--- src/include/book_defs.svh ---
/* Order book price-level list sizing macros */

`ifndef BOOK_DEFS_SVH
`define BOOK_DEFS_SVH

// Number of price levels held in the list
`define BOOK_DEPTH 8

// Price key, half a word
`define BOOK_KEY_W 16

// Volume at a price level, one word
`define BOOK_VOL_W 32

// Enough bits to count 0 to BOOK_DEPTH inclusive
`define BOOK_SIZE_W 4

`endif

--- src/hdl/book_pkg.sv ---
/* Order book list types, shared by the list datapath and its control */

`include "book_defs.svh"

package book_pkg;

  // Command encoding on i_cmd
  typedef enum logic [1:0] {
    CMD_CLEAR   = 2'd0,
    CMD_ADD     = 2'd1,
    CMD_DELETE  = 2'd2,
    CMD_REPLACE = 2'd3
  } cmd_t;

  // Price key of one level
  typedef logic [`BOOK_KEY_W-1:0] key_t;

  // Volume of one level
  typedef logic [`BOOK_VOL_W-1:0] vol_t;

  // Count of valid levels
  typedef logic [`BOOK_SIZE_W-1:0] size_t;

  // One bit per level, bit 0 is the head
  typedef logic [`BOOK_DEPTH-1:0] entry_vec_t;

endpackage

--- src/hdl/book_match.sv ---
/* Parallel key compare of the command key against every stored level */

`timescale 1ns/10ps

`include "book_defs.svh"

module book_match (
    input  book_pkg::key_t       i_key
  , input  book_pkg::key_t       i_keys [`BOOK_DEPTH]
  , input  book_pkg::entry_vec_t i_vld
  // Valid levels strictly below the command key
  , output book_pkg::entry_vec_t o_cmp
  // Valid levels equal to the command key
  , output book_pkg::entry_vec_t o_match
  , output logic                 o_hit
  , output logic                 o_full
);

  // One comparator pair per level
  for (genvar i = 0; i < `BOOK_DEPTH; i++) begin : g_cmp
    // Sorted list plus packed valid gives a run of ones from bit 0
    assign o_cmp[i]   = i_vld[i] & (i_keys[i] < i_key);
    // Duplicates allowed, several bits may be set
    assign o_match[i] = i_vld[i] & (i_keys[i] == i_key);
  end

  // Any level carries the command key
  assign o_hit = |o_match;

  // Every level occupied
  assign o_full = &i_vld;

endmodule

--- src/hdl/list_ctrl.sv ---
/* Command decode and mask generation for the level list
   Holds the valid vector and raises size and head strobes */

`timescale 1ns/10ps

`include "book_defs.svh"

module list_ctrl (
    input  logic                 i_clk
  , input  logic                 i_rst
  , input  logic                 i_cmd_vld
  , input  book_pkg::cmd_t       i_cmd
  , input  book_pkg::entry_vec_t i_cmp
  , input  book_pkg::entry_vec_t i_match
  , input  logic                 i_hit
  , input  logic                 i_full
  , output book_pkg::entry_vec_t o_vld
  , output book_pkg::entry_vec_t o_take_right
  , output book_pkg::entry_vec_t o_take_left
  , output book_pkg::entry_vec_t o_ins_key
  , output book_pkg::entry_vec_t o_ins_vol
  , output logic                 o_size_inc
  , output logic                 o_size_dec
  , output logic                 o_size_clr
  , output logic                 o_head_clr
  , output logic                 o_head_add
  , output logic                 o_head_del
  , output logic                 o_head_rep
);

  localparam book_pkg::entry_vec_t LSB_ONE = book_pkg::entry_vec_t'(1);

  logic op_clr;
  logic op_add;
  logic op_del;
  logic op_rep;

  book_pkg::entry_vec_t vld_r;
  book_pkg::entry_vec_t vld_nxt;
  book_pkg::entry_vec_t add_ins;
  book_pkg::entry_vec_t add_up;
  book_pkg::entry_vec_t del_sel;
  book_pkg::entry_vec_t del_up;

  // Decode, qualified by the strobe
  assign op_clr = i_cmd_vld & (i_cmd == book_pkg::CMD_CLEAR);
  assign op_add = i_cmd_vld & (i_cmd == book_pkg::CMD_ADD);
  assign op_del = i_cmd_vld & (i_cmd == book_pkg::CMD_DELETE);
  assign op_rep = i_cmd_vld & (i_cmd == book_pkg::CMD_REPLACE);

  // Insert point is the first zero of the compare run
  // All ones means full with the largest key, so no insert
  assign add_ins = ~i_cmp & (i_cmp + LSB_ONE);
  // Insert point and every level above it
  assign add_up  = ~(add_ins - LSB_ONE);

  // Lowest matching level wins on DELETE
  assign del_sel = i_match & (~i_match + LSB_ONE);
  assign del_up  = ~(del_sel - LSB_ONE);

  // ADD moves valid levels from the insert point up one place
  // Top level falls off the end when the list is full
  assign o_take_right = {`BOOK_DEPTH{op_add}} & ((vld_r & add_up) << 1);
  // DELETE pulls every level above the removed one down
  assign o_take_left  = {`BOOK_DEPTH{op_del}} & del_up;
  assign o_ins_key    = {`BOOK_DEPTH{op_add}} & add_ins;
  // REPLACE writes every matching level
  assign o_ins_vol    = ({`BOOK_DEPTH{op_add}} & add_ins) |
                        ({`BOOK_DEPTH{op_rep}} & i_match);

  // Next valid vector
  always_comb begin
    vld_nxt = vld_r;
    if (op_clr) begin
      vld_nxt = '0;
    end else if (op_add) begin
      // Stays all ones when full
      vld_nxt = {vld_r[`BOOK_DEPTH-2:0], 1'b1};
    end else if (op_del && i_hit) begin
      vld_nxt = vld_r >> 1;
    end
  end

  always_ff @(posedge i_clk) begin
    if (i_rst) begin
      vld_r <= '0;
    end else begin
      vld_r <= vld_nxt;
    end
  end

  assign o_vld = vld_r;

  // Size strobes
  assign o_size_inc = op_add & ~i_full;
  assign o_size_dec = op_del & i_hit;
  assign o_size_clr = op_clr;

  // Head events, one-hot by construction of the decode
  assign o_head_clr = op_clr & vld_r[0];
  assign o_head_add = op_add & add_ins[0];
  assign o_head_del = op_del & i_match[0];
  assign o_head_rep = op_rep & i_match[0];

  // Valid levels always form a run from the head with no holes
  a_vld_packed : assert property (@(posedge i_clk) disable iff (i_rst)
    (vld_r & (vld_r + LSB_ONE)) == '0);

endmodule

--- src/hdl/entry_shift.sv ---
/* One register column of the level list, shared by keys and volumes */

`timescale 1ns/10ps

`include "book_defs.svh"

module entry_shift #(
  parameter type T = logic [7:0]
) (
    input  logic                 i_clk
  // Entry takes the value from the level below it
  , input  book_pkg::entry_vec_t i_take_right
  // Entry takes the value from the level above it
  , input  book_pkg::entry_vec_t i_take_left
  , input  book_pkg::entry_vec_t i_insert
  , input  T                     i_new
  , output T                     o_entries [`BOOK_DEPTH]
);

  for (genvar i = 0; i < `BOOK_DEPTH; i++) begin : g_entry
    // End levels fall back on themselves, so a shift there is a hold
    localparam int ABOVE = (i == `BOOK_DEPTH - 1) ? i : i + 1;
    localparam int BELOW = (i == 0) ? i : i - 1;

    // Payload only, validity lives in list control
    always_ff @(posedge i_clk) begin
      if (i_insert[i]) begin
        o_entries[i] <= i_new;
      end else if (i_take_left[i]) begin
        o_entries[i] <= o_entries[ABOVE];
      end else if (i_take_right[i]) begin
        o_entries[i] <= o_entries[BELOW];
      end
    end
  end

  // ADD and DELETE never overlap, so no level is pulled both ways
  a_no_dual_shift : assert property (@(posedge i_clk)
    (i_take_right & i_take_left) == '0);

endmodule

--- src/hdl/list_count.sv ---
/* Level count of the list, tracks ADD, DELETE and CLEAR */

`timescale 1ns/10ps

`include "book_defs.svh"

module list_count (
    input  logic            i_clk
  , input  logic            i_rst
  , input  logic            i_inc
  , input  logic            i_dec
  , input  logic            i_clr
  , output book_pkg::size_t o_size
);

  localparam book_pkg::size_t SIZE_ONE = book_pkg::size_t'(1);

  // Clear first, then step up or down
  always_ff @(posedge i_clk) begin
    if (i_rst || i_clr) begin
      o_size <= '0;
    end else if (i_inc) begin
      o_size <= o_size + SIZE_ONE;
    end else if (i_dec) begin
      o_size <= o_size - SIZE_ONE;
    end
  end

  // Count stays in step with the valid vector
  a_size_max : assert property (@(posedge i_clk) disable iff (i_rst)
    o_size <= `BOOK_DEPTH);
  a_no_underflow : assert property (@(posedge i_clk) disable iff (i_rst)
    i_dec |-> (o_size != '0));

endmodule

--- src/hdl/head_notify.sv ---
/* Registered head-change report, one pulse per head event */

`timescale 1ns/10ps

`include "book_defs.svh"

module head_notify (
    input  logic           i_clk
  , input  logic           i_rst
  , input  logic           i_head_clr
  , input  logic           i_head_add
  , input  logic           i_head_del
  , input  logic           i_head_rep
  // Command key and volume of this cycle
  , input  book_pkg::key_t i_key
  , input  book_pkg::vol_t i_new_vol
  // Volume held at the head before the update
  , input  book_pkg::vol_t i_head_vol
  , output logic           o_notify_vld
  , output book_pkg::key_t o_notify_key
  , output book_pkg::vol_t o_notify_volume
);

  logic           any_evt;
  book_pkg::vol_t vol_sel;

  assign any_evt = i_head_clr | i_head_add | i_head_del | i_head_rep;

  // Add and replace report the volume now at the head
  always_comb begin
    vol_sel = i_new_vol;
    if (i_head_clr) begin
      // Cleared head carries no volume
      vol_sel = '0;
    end else if (i_head_del) begin
      // Removed head reports what it held
      vol_sel = i_head_vol;
    end
  end

  always_ff @(posedge i_clk) begin
    if (i_rst) begin
      o_notify_vld <= 1'b0;
    end else begin
      o_notify_vld <= any_evt;
    end
  end

  // Key and volume only move with an event
  always_ff @(posedge i_clk) begin
    if (any_evt) begin
      o_notify_key    <= i_key;
      o_notify_volume <= vol_sel;
    end
  end

  // Control decodes a single command per cycle
  a_one_event : assert property (@(posedge i_clk) disable iff (i_rst)
    $onehot0({i_head_clr, i_head_add, i_head_del, i_head_rep}));

endmodule

--- src/hdl/book_top.sv ---
/* Sorted price-level list for one book side
   Accepts one command per clock and flags every change at the head */

`timescale 1ns/10ps

`include "book_defs.svh"

module book_top (
    input  logic               i_clk
  , input  logic               i_rst
  // Command strobe and payload
  , input  logic               i_cmd_vld
  , input  book_pkg::cmd_t     i_cmd
  , input  book_pkg::key_t     i_key
  , input  book_pkg::vol_t     i_volume
  // Head change report
  , output logic               o_notify_vld
  , output book_pkg::key_t     o_notify_key
  , output book_pkg::vol_t     o_notify_volume
  // Current number of levels
  , output book_pkg::size_t    o_listsize
);

  // Registered list state
  book_pkg::key_t       keys [`BOOK_DEPTH];
  book_pkg::vol_t       vols [`BOOK_DEPTH];
  book_pkg::entry_vec_t vld;

  // Compare results against the command key
  book_pkg::entry_vec_t cmp;
  book_pkg::entry_vec_t match;
  logic                 hit;
  logic                 full;

  // Per-entry update masks
  book_pkg::entry_vec_t take_right;
  book_pkg::entry_vec_t take_left;
  book_pkg::entry_vec_t ins_key;
  book_pkg::entry_vec_t ins_vol;

  // Size and head event strobes
  logic size_inc;
  logic size_dec;
  logic size_clr;
  logic head_clr;
  logic head_add;
  logic head_del;
  logic head_rep;

  book_match u_match (
      .i_key   (i_key)
    , .i_keys  (keys)
    , .i_vld   (vld)
    , .o_cmp   (cmp)
    , .o_match (match)
    , .o_hit   (hit)
    , .o_full  (full)
  );

  list_ctrl u_ctrl (
      .i_clk        (i_clk)
    , .i_rst        (i_rst)
    , .i_cmd_vld    (i_cmd_vld)
    , .i_cmd        (i_cmd)
    , .i_cmp        (cmp)
    , .i_match      (match)
    , .i_hit        (hit)
    , .i_full       (full)
    , .o_vld        (vld)
    , .o_take_right (take_right)
    , .o_take_left  (take_left)
    , .o_ins_key    (ins_key)
    , .o_ins_vol    (ins_vol)
    , .o_size_inc   (size_inc)
    , .o_size_dec   (size_dec)
    , .o_size_clr   (size_clr)
    , .o_head_clr   (head_clr)
    , .o_head_add   (head_add)
    , .o_head_del   (head_del)
    , .o_head_rep   (head_rep)
  );

  // Key column, written on ADD only
  entry_shift #(.T(book_pkg::key_t)) u_keys (
      .i_clk        (i_clk)
    , .i_take_right (take_right)
    , .i_take_left  (take_left)
    , .i_insert     (ins_key)
    , .i_new        (i_key)
    , .o_entries    (keys)
  );

  // Volume column, written on ADD and REPLACE
  entry_shift #(.T(book_pkg::vol_t)) u_vols (
      .i_clk        (i_clk)
    , .i_take_right (take_right)
    , .i_take_left  (take_left)
    , .i_insert     (ins_vol)
    , .i_new        (i_volume)
    , .o_entries    (vols)
  );

  list_count u_count (
      .i_clk  (i_clk)
    , .i_rst  (i_rst)
    , .i_inc  (size_inc)
    , .i_dec  (size_dec)
    , .i_clr  (size_clr)
    , .o_size (o_listsize)
  );

  head_notify u_notify (
      .i_clk           (i_clk)
    , .i_rst           (i_rst)
    , .i_head_clr      (head_clr)
    , .i_head_add      (head_add)
    , .i_head_del      (head_del)
    , .i_head_rep      (head_rep)
    , .i_key           (i_key)
    , .i_new_vol       (i_volume)
    , .i_head_vol      (vols[0])
    , .o_notify_vld    (o_notify_vld)
    , .o_notify_key    (o_notify_key)
    , .o_notify_volume (o_notify_volume)
  );

endmodule

--- config.mk ---
export PLATFORM = sky130hd
export DESIGN_NAME = book_top
export DESIGN_NICKNAME = d
export VERILOG_FILES = /design/src/hdl/book_pkg.sv /design/src/hdl/book_match.sv /design/src/hdl/list_ctrl.sv /design/src/hdl/entry_shift.sv /design/src/hdl/list_count.sv /design/src/hdl/head_notify.sv /design/src/hdl/book_top.sv
export VERILOG_INCLUDE_DIRS = /design/src /design/src/include
export SDC_FILE = /design/constraint.sdc
export NUM_CORES = 1
export LEC_CHECK = 0
export BUFFER_PORTS_ARGS = -buffer_cell sky130_fd_sc_hd__clkbuf_2
export CAP_MARGIN = 20
export CORE_ASPECT_RATIO = 1.75
export CORE_MARGIN = 2
export CORE_UTILIZATION = 63
export CTS_CLUSTER_SIZE = 40
export DETAILED_ROUTE_END_ITERATION = 6
export GPL_TIMING_DRIVEN = 0
export HOLD_SLACK_MARGIN = 0.05
export PLACE_DENSITY = 0.91
export SYNTH_ARGS = -nofsm -noshare
export SYNTH_HDL_FRONTEND = slang
export SYNTH_SLANG_ARGS = --single-unit
--- constraint.sdc ---
create_clock -name i_clk -period 5.3 [get_ports i_clk]
set_input_delay 0.53 -clock i_clk [delete_from_list [all_inputs] [get_ports i_clk]]
set_output_delay 0.53 -clock i_clk [all_outputs]
set_load 0.1 [all_outputs]
* Yosys cells after proc, flatten, opt, wreduce, memory -nomap -nowiden
Index checks and enable logic that the tools add are counted.
Word-level totals: register bits after elaboration 445, bits of input ports 53, logic and storage cells 167
Cells by class: add/subtract/negate cells 6, $lt $le $gt $ge 8, eq/ne operators 13, muxes and demuxes 51, bitwise logic cells 42, reduce and logical (&&, ||, !) cells 26
Operators by type and width (count):
- $mux 32 | 24
- $mux 16 | 23
- $eq 16x16->1 | 8
- $lt 16x16->1 | 8
- $and 8x8->8 | 6
- $reduce_bool 3->1 | 12
- $and 1x1->1 | 26
- $not 8->8 | 3
- $add 8x1->8 const B | 2
- $mux 8 | 2
- $reduce_bool 2->1 | 6
- $mux 4 | 2
- $or 8x8->8 | 1
- $reduce_and 8->1 | 1
- $reduce_or 8->1 | 1
- $sub 8x1->8 const B | 1
- $and 7x7->7 | 1
- $not 7->7 | 1
- $sub 7x1->7 const B | 1
- $add 4x1->4 const B | 1
- $eq 2x2->1 const B | 2
- $ne 2x1->1 const B | 2
- $reduce_and 2->1 | 2
- $sub 4x1->4 const B | 1
- 7 further kinds | 9

* Logic depth before layout (Yosys ltp)
Gate-level depths: netlist of run 1.
word-level depth 11, gate-level depth with buffers 12, mapped depth without buffers 11

* Modules after synthesis
From an unflattened synthesis of run 1, not the netlist that was laid out.
Unflattened totals: cell total of the unflattened synthesis 2096, area, all modules 25475.7 µm²
Modules (own cells, without submodules):
- entry_shift (u_vols) | instances 1, cells each 979, area an instance 13057.5 µm², seq. area each 7687.4 µm²
- entry_shift (u_keys) | instances 1, cells each 491, area an instance 6462.4 µm², seq. area each 3843.7 µm²
- book_match | instances 1, cells each 362, area an instance 2879.0 µm², seq. area each 0.0 µm²
- head_notify | instances 1, cells each 123, area an instance 1968.1 µm², seq. area each 1461.4 µm²
- list_ctrl | instances 1, cells each 113, area an instance 818.3 µm², seq. area each 160.2 µm²
- list_count | instances 1, cells each 28, area an instance 290.3 µm², seq. area each 80.1 µm²

* Least setup slack after synthesis of run 1
OpenSTA, ideal clock, no wires.
path kind input port to flip-flop, start in i_key[9], end reg u_vols.o_entries[32] (netlist bit) (enable), setup time 0.394 ns, data arrival time 3.700 ns, slack 1.206 ns, stages on the path 10, path buffers 1, cells stage by stage inv_1 ha_1 a21o_1 a221o_1 a2111oi_2 o31ai_1 nor4_4 nand2_2 buf_2 nand3_1
On the way: cells in the longest elaborated chain, start to end 9
RTL lines:
- from (decl) | RTL line book_top.sv:14 | , input book_pkg::key_t i_key
- $lt 16x16->1 or $eq 16x16->1 (tied branches) | RTL line book_match.sv:22, book_match.sv:24
- $and 1x1->1 (on tied branches) | RTL line book_match.sv:22, book_match.sv:24
- $add 8x1->8 (tied with other cells) | RTL line list_ctrl.sv:53 | assign add_ins = ~i_cmp & (i_cmp + LSB_ONE);
- $and 8x8->8 or $add 8x1->8 (tied branches) | RTL line list_ctrl.sv:53, list_ctrl.sv:58
- $sub 7x1->7 or $and 8x8->8 (tied branches) | RTL line list_ctrl.sv:55, list_ctrl.sv:58
- $not 7->7 or $sub 8x1->8 (tied branches) | RTL line list_ctrl.sv:55, list_ctrl.sv:59
- $and 7x7->7 or $not 8->8 (tied branches) | RTL line list_ctrl.sv:63, list_ctrl.sv:59
- $and 8x8->8 (on tied branches) | RTL line list_ctrl.sv:63, list_ctrl.sv:65
- $reduce_bool 3->1 (no line) *
- to (signal, indexed assignment) | RTL line entry_shift.sv:28 | o_entries[i] <= i_new;
- to (signal, indexed assignment) | RTL line entry_shift.sv:30 | o_entries[i] <= o_entries[ABOVE];
- to (signal, indexed assignment) | RTL line entry_shift.sv:32 | o_entries[i] <= o_entries[BELOW];
- to (decl) | RTL line entry_shift.sv:17 | , output T o_entries [`BOOK_DEPTH]
Every way passes the cells marked *; elsewhere a longest branch is shown, timed or not. A chain may end at the register's enable or synchronous reset.

* Final worst setup path of run 1
start in i_key[15], end reg u_vols.o_entries[231] (netlist bit) (enable)
On the way: cells in the longest elaborated chain, start to end 9
RTL lines:
- $eq 16x16->1 | RTL line book_match.sv:24 | assign o_match[i] = i_vld[i] & (i_keys[i] == i_key);
- $and 1x1->1 | RTL line book_match.sv:24
- $not 8->8 | RTL line list_ctrl.sv:58 | assign del_sel = i_match & (~i_match + LSB_ONE);
- $add 8x1->8 | RTL line list_ctrl.sv:58
- $and 8x8->8 | RTL line list_ctrl.sv:58
- $sub 8x1->8 | RTL line list_ctrl.sv:59 | assign del_up = ~(del_sel - LSB_ONE);
- $not 8->8 | RTL line list_ctrl.sv:59
- $and 8x8->8 | RTL line list_ctrl.sv:65 | assign o_take_left = {`BOOK_DEPTH{op_del}} & del_up;
- $reduce_bool 2->1 (no line) *
Marks and branches as above.

==> impl_metrics.py, run 1 <==
metrics = {
    "worst_setup_path": {
        "path_max_fanout": 17,
        "critPathSlowestCell": "a31oi_2",
        "rr_worst_depth": 9,
        "worstPathCellList": "clkbuf_2 -> inv_1 -> ha_1 -> nand4_1 -> a21oi_1 -> nor3_1 -> a31oi_2 -> o21bai_1 -> buf_2 -> nand2b_2 -> buf_16",
        "crit_type": "input pin to flop",
        "critPathLaunchType": "input pin",
        "cp-end-kind": "flop",
        "regToRegSetupSlack_ns": 0.57,
        "r2r_start": "u_keys.o_entries[125]",
        "critPathRequiredTime_ns": 5.59,
        "arrival_ns": 5.21,
        "slowest_delay_ns": 0.70,
        "rr_endpoint": "u_vols.o_entries[231]",
    },
    "sta": {
        "hold_violations": 0,
        "worst_slew_pin_slew_ns": 1.04,
        "clock_skew_ns": 0.0324,
        "period_share_pct": 92.8,
        "rsz0062_at_grt": "no",
        "tns_ns": 0,
        "finalSetupViolCount": 0,
        "finalCriticalPeriod_ns": 4.92,
        "drv_slew": 0,
        "max_freq_mhz": 203,
        "maxSlewHeadroom_pct": 29.9,
    },
    "global_routing": {
        "grt_pass1_wl_mm": 106,
        "grt_max_degree": 33,
        "antenna_found_initial": 2,
        "grt_pass1_vias": 18516,
        "grt_usage_pct": 34.1,
        "grt-ovfl-total": 0,
    },
    "clock_tree": {
        "cts_resized": 0,
        "ctsLongestPathBuffers": 3,
        "cts_num_sinks": 445,
        "clk_pin_slew_ns": 0.06,
        "cts_tree": "built",
        "ctsHtreeMaxLevel": 2,
        "cts_setup_buffers": 0,
        "cts_buffers": 41,
        "cts_hold_buffers": 0,
        "clock_latency_ns": 0.60,
        "root_buffer": "clkbuf_16",
    },
    "drt": {
        "via_per_inst": 6.87,
        "routed_wl_mm": 71.8,
        "drt-initial-drc-count": 1412,
        "drtAntennaViolNets": 0,
        "routedWlPerCell_um": 28.1,
        "dr.pass1.iters": 7,
        "drcViolationCount": 0,
        "vias": 17558,
    },
    "floorplanning": {
        "die_x_um": 155,
        "dieHeight_um": 269,
        "ioPinCount": 106,
        "core_sq_um": 39800,
        "fp-row-count": 97,
        "start_util_pct": 63.5,
        "die-area_sq_um": 41800,
    },
    "worst_hold_path": {
        "whs_endpoint": "u_notify.o_notify_vld",
        "hp-start": "i_rst",
        "hp-class": "input pin to flop",
        "hold_path_depth": 3,
    },
    "outcome": {
        "outcome": "completed",
    },
    "yosys": {
        "syn_nets": 2049,
        "ys_async_sr_fraction_pct": 0,
        "synthXorXnorAreaFrac_pct": 0.0346,
        "synth-adder-area-share_pct": 6.51,
        "synth_compound_area_share_pct": 4.98,
        "synthMuxAreaShare_pct": 27.8,
        "ys.warnings.count": 0,
        "synthTopCellsByArea": "edfxtp_1 51%, mux2_2 22%, ha_1 6.4%, mux2i_1 4.9%, a21oi_1 2.1%",
        "netlist_area_sq_um": 25300,
        "synth_ff_type": "edfxtp_1",
        "synth_seq_cells": 445,
        "yosysTopAreaCell": "edfxtp_1",
        "synth_cells": 1865,
        "seq_area_frac_synth_pct": 52.3,
        "synth-simple-area-share_pct": 6.17,
        "synth_edf_count": 432,
        "synth_top_family_by_area": "multiplexers",
        "synth_top_area_share_pct": 51.3,
        "yosysUniqueCellTypes": 66,
        "syn_area_per_cell_sq_um": 13.6,
    },
    "placement": {
        "port_buffers": 105,
        "hpwlAfterDp_mm": 51.4,
        "gp_congestion": 0.974,
    },
    "cells_and_area": {
        "post-route-util_pct": 70.2,
        "fin_nets": 2210,
        "synthToLayoutAreaGrowth_pct": 10.5,
        "drive_gt1_share_pct": 36.1,
    },
    "pwr": {
        "p_leak_nw": 10.1,
        "power_density_nw_per_um2": 262,
        "peakVddDrop_v": 0.000436,
    },
    "run": {
        "cap_viol_max_count": 0,
    },
}
placed cells by master, fill, tap and decap left out, drive strengths merged, types with 10 or more instances in the layout:
cell    count
mux2      513
edfxtp    432
clkbuf    203
ha        130
mux2i     125
a21oi     106
nand2     102
nor2       65
buf        63
inv        40
nand4      32
o21ai      27
nand3      26
nor3       23
a21o       15
clkinv     14
dfxtp      13
nor4       12
and3       10
cell families after synthesis:
family / after synthesis
multiplexers: 638
flip-flops: 445
AND/OR/NAND/NOR: 316
AO/OA/AOI/OAI: 205
adder cells (fa/ha/maj): 131
buffers and inverters: 129
XOR/XNOR: 1
power by group:
part | internal [mW] | switching [mW]
Combinational | 0.137 | 0.340
Sequential | 3.86 | 0.0250
Clock | 1.59 | 1.37
flip-flops by register name, indices dropped and copies added, names as in the netlist:
name,count
u_notify.o_notify_volume,32
u_notify.o_notify_key,16
u_notify.o_notify_vld,1
u_keys.o_entries,128
u_ctrl.o_vld,8
u_count.o_size,4
u_vols.o_entries,256
critical path: cells and delay by family:
| family | cells | cell delay, ns |
|---|---|---|
| compound gates | 3 | 1.79 |
| buf+inv | 4 | 1.31 |
| fa+ha+maj | 1 | 0.42 |
| simple gates | 3 | 1.12 |
final cells by class:
type                    count  area [sq um]
diodes                      2          5.00
fillers                  2591         11900
inverters                  39           146
multi-input cells        1291         11500
flip-flops and latches    445         13200
clock buffers              58          1120
clock inverters            17           154
repair buffers            118           737
plain buffers              90           405
well taps                 495           619
metrics by stage:
step / instance area, sq um / setup slack (ns) / total power [mW] / hold slack, ns / cells
global placement: 26400 / -0.857 / 4.40 / 0.488 / 2465
CTS: 27900 / 0.634 / 7.31 / 0.261 / 2553
finish: 27900 / 0.380 / 7.33 / 0.251 / 2555
global route: 27900 / 0.374 / 7.50 / 0.252 / 2553
detailed placement: 26700 / 0.0551 / 4.43 / 0.502 / 2478
floorplan: 25300 / 1.21 / 4.26 / 0.487 / 1865
per-layer routing:
layer | up-vias | routed length [um] | share of wire, % | track usage [%]
met5 | - | 0 | 0 | 0
met4 | 0 | 7600 | 11 | 31.1
met3 | 428 | 4940 | 6.9 | 6.01
met2 | 1021 | 36200 | 50 | 60.2
met1 | 8551 | 23000 | 32 | 33.9
li1 | 7558 | - | - | -
synth_stat cells (4+ instances only):
cell      count
a21o_1       15
and2_1        4
dfxtp_1      13
ha_1        130
nor2_1       64
buf_1         8
buf_2        36
mux2_1        9
or4_1         7
nor3_1       22
nor3b_1       5
and3_1       10
nor4_1       11
or2_2         5
o21ai_0      24
nor2b_1       5
clkbuf_1     40
inv_1        38
nand2b_1      6
o211ai_1      7
o21a_1        6
mux2i_1     125
mux2_2      504
and4_1        4
nand3_1      26
edfxtp_1    432
nand2_1     101
nand3b_1      4
buf_4         6
a21oi_1     105
nand4_1      32
a211oi_1      7
a31oi_1       4
how the worst max path moves through the flow:
stage,startpoint,endpoint,slack (ns),cells after the start
2_1_floorplan,i_key[9],u_vols.o_entries[32],1.21,10
3_3_place_gp,i_key[15],u_vols.o_entries[241],-0.86,10
3_5_place_dp,i_key[12],u_vols.o_entries[208],0.06,12
4_1_cts,i_key[15],u_vols.o_entries[231],0.63,11
5_1_grt,i_key[4],u_vols.o_entries[220],0.37,12
6_report,i_key[15],u_vols.o_entries[231],0.38,11
No activity file was read; power rests on OpenSTA's default activity.
==> run 2: changes to the inputs <==
--- a/config.mk
+++ b/config.mk
@@ -10,12 +10,12 @@
 export CAP_MARGIN = 20
 export CORE_ASPECT_RATIO = 1.75
 export CORE_MARGIN = 2
-export CORE_UTILIZATION = 63
+export CORE_UTILIZATION = 62
 export CTS_CLUSTER_SIZE = 40
 export DETAILED_ROUTE_END_ITERATION = 6
 export GPL_TIMING_DRIVEN = 0
 export HOLD_SLACK_MARGIN = 0.05
-export PLACE_DENSITY = 0.91
+export PLACE_DENSITY = 0.9
 export SYNTH_ARGS = -nofsm -noshare
 export SYNTH_HDL_FRONTEND = slang
 export SYNTH_SLANG_ARGS = --single-unit
==> run 2 against run 1 <==
  * The run now ends with DRC left
  * Maximum frequency is 0.90% lower
  * Worst hold slack gained 0.019 ns
  * Core utilization fell by 0.30 points
  * Global-route usage is 0.49 points lower
  * Critical endpoint is now u_keys.o_entries[28]
  * Highest routed layer is now met5
==> impl_metrics.py, run 2 (same netlist as run 1, synthesis figures left out) <==
metrics = {
    "outcome": {
        "outcome": "finished with violations",
        "violations": "DRC",
    },
    "global_routing": {
        "met1_usage_pct": 35.2,
        "grt_pass1_vias": 18663,
        "grt_use_met3_pct": 4.53,
        "grt_pass1_wl_mm": 107,
        "grt_usage_pct": 33.6,
        "grt-ovfl-total": 0,
        "antenna_found_initial": 3,
        "grt_max_degree": 33,
        "use_met2_pct": 59.7,
        "grt-busiest-layer": "met2",
    },
    "clock_tree": {
        "ctsHtreeMaxLevel": 2,
        "cts_resized": 0,
        "cts_hold_buffers": 0,
        "cts_setup_buffers": 0,
        "cts_num_sinks": 445,
        "clk_pin_slew_ns": 0.07,
        "cts_tree": "built",
        "cts_buffers": 42,
        "ctsLongestPathBuffers": 3,
        "root_buffer": "clkbuf_16",
        "clock_latency_ns": 0.57,
    },
    "cells_and_area": {
        "nFillCells": 2612,
        "top_register": "u_vols.o_entries",
        "fin_nets": 2210,
        "regArea_sq_um": 13200,
        "drive_gt1_share_pct": 36.4,
        "final_common_cell": "mux2_2",
        "reg_top3": "u_vols.o_entries (256), u_keys.o_entries (128), u_notify.o_notify_volume (32)",
        "post-route-util_pct": 69.9,
        "synthToLayoutAreaGrowth_pct": 11.0,
        "largest_reg_flops": 256,
        "multi_input_area_sq_um": 11500,
        "fin_area_sq_um": 28100,
        "mostFrequentLayoutCells": "504 x mux2_2, 432 x edfxtp_1, 130 x ha_1",
    },
    "run": {
        "cap_viol_max_count": 0,
    },
    "drt": {
        "routedWlPerCell_um": 27.4,
        "via_per_inst": 6.70,
        "drcViolationCount": 1,
        "routed_wl_mm": 71.3,
        "dr.pass1.iters": 7,
        "drt-initial-drc-count": 1543,
        "drtAntennaViolNets": 0,
        "vias": 17444,
    },
    "floorplanning": {
        "die_x_um": 157,
        "die-area_sq_um": 42500,
        "fp-row-count": 97,
        "start_util_pct": 62.9,
        "ioPinCount": 106,
        "core_sq_um": 40200,
        "dieHeight_um": 271,
    },
    "pwr": {
        "peakVddDrop_v": 0.000230,
        "p_switching_mw": 1.74,
        "power_frac_seq_pct": 52.3,
        "p_comb_share_pct": 6.4,
        "switching_share_pct": 23.4,
        "power_density_nw_per_um2": 265,
        "pwr-share-clk_pct": 41.3,
        "cellInternalPower_mw": 5.70,
        "p_leak_nw": 10.1,
    },
    "worst_setup_path": {
        "path_max_fanout": 16,
        "worstPathCellList": "clkbuf_2 -> inv_1 -> ha_1 -> a211oi_1 -> nand3_1 -> o21ai_0 -> nor4bb_1 -> nor4_1 -> nand2_2 -> buf_2 -> nand3b_1",
        "critPathLaunchType": "input pin",
        "critPathRequiredTime_ns": 5.34,
        "critical_path_buf_inv_count": 3,
        "cp-end-kind": "flop",
        "critPathSlowestCell": "nor4bb_1",
        "crit_type": "input pin to flop",
        "crit_family": "simple AND/OR/NAND/NOR gates",
        "arrival_ns": 5.01,
        "critical_path_depth": 11,
        "regToRegSetupSlack_ns": 0.57,
        "rr_worst_depth": 9,
        "slowest_delay_ns": 1.01,
    },
    "sta": {
        "hold_slack_ns": 0.269,
        "clock_skew_ns": 0.0252,
        "period_share_pct": 93.7,
        "hold_violations": 0,
        "worst_slew_pin_slew_ns": 1.17,
        "finalSetupViolCount": 0,
        "drv_slew": 0,
        "finalCriticalPeriod_ns": 4.96,
        "rsz0062_at_grt": "no",
        "maxSlewHeadroom_pct": 21.0,
        "max_freq_mhz": 201,
    },
    "placement": {
        "gp_congestion": 0.986,
        "hpwlAfterDp_mm": 50.6,
        "placed_cell_area_sq_um": 26700,
        "port_buffers": 105,
    },
    "worst_hold_path": {
        "hp-class": "input pin to flop",
        "hold_path_depth": 3,
    },
}
run 2: cell types whose count changed in the layout (fill, tap and decap cells not counted):
cell,change
clkinv_2,+4
clkbuf_1,-3
buf_4,-2
bufinv_16,+2
clkinv_1,-2
clkinv_8,+2
buf_12,+1
buf_16,-1
buf_6,+1
clkbuf_16,+1
clkbuf_8,-1
inv_16,-1
run 2: worst reg2reg max path, delay by kind of cell, from the launching register on:
family	cells	cell delay (ns)
and+or+nand+nor	5	2.51
buffers and inverters	1	0.42
DFF	1	0.43
adders and majority gates	1	0.34
AOI/OAI and AO/OA	2	0.49
run 2: worst paths after layout:
kind	end	start
worst max-delay path	u_keys.o_entries[28]	i_key[7]
worst min-delay path	u_notify.o_notify_vld	i_rst
worst min register to register	u_count.o_size[2]	u_count.o_size[2]
worst max register to register	u_keys.o_entries[28]	u_keys.o_entries[23]
run 2: power by group through the flow:
stage,clock (mW),sequential (mW),combinational [mW]
2_1_floorplan,0,4.05,0.205
3_3_place_gp,0,3.96,0.438
3_5_place_dp,0,3.96,0.464
4_1_cts,3.08,3.89,0.469
5_1_grt,3.19,3.89,0.508
6_report,3.08,3.89,0.476
run 2: routing by layer:
layer,part of all wire (%),vias to the layer above
li1,-,7550
met1,33,8605
met2,52,927
met3,6.0,360
met4,9.2,2
met5,0.015,-
run 2: final cells by class:
| cell class | count | share of cell area [%] |
|---|---|---|
| Sequential cell | 445 | 47.1 |
| Multi-Input combinational cell | 1291 | 41.0 |
| Clock buffer | 55 | 3.99 |
| Timing Repair Buffer | 117 | 2.58 |
| Tap cell | 544 | 2.42 |
| Buffer | 90 | 1.44 |
| Clock inverter | 22 | 0.851 |
| Inverter | 39 | 0.521 |
| Antenna cell | 2 | 0.0178 |
run 2: stage by stage:
stage	TNS (ns)	total power [mW]	setup WS, ns	std cells
finish	0	7.44	0.335	2605
global route	0	7.59	0.152	2605
CTS	0	7.44	0.504	2603
detailed placement	0	4.43	0.0436	2526
global placement	-176.36	4.40	-0.895	2514
floorplan	0	4.26	1.21	1865
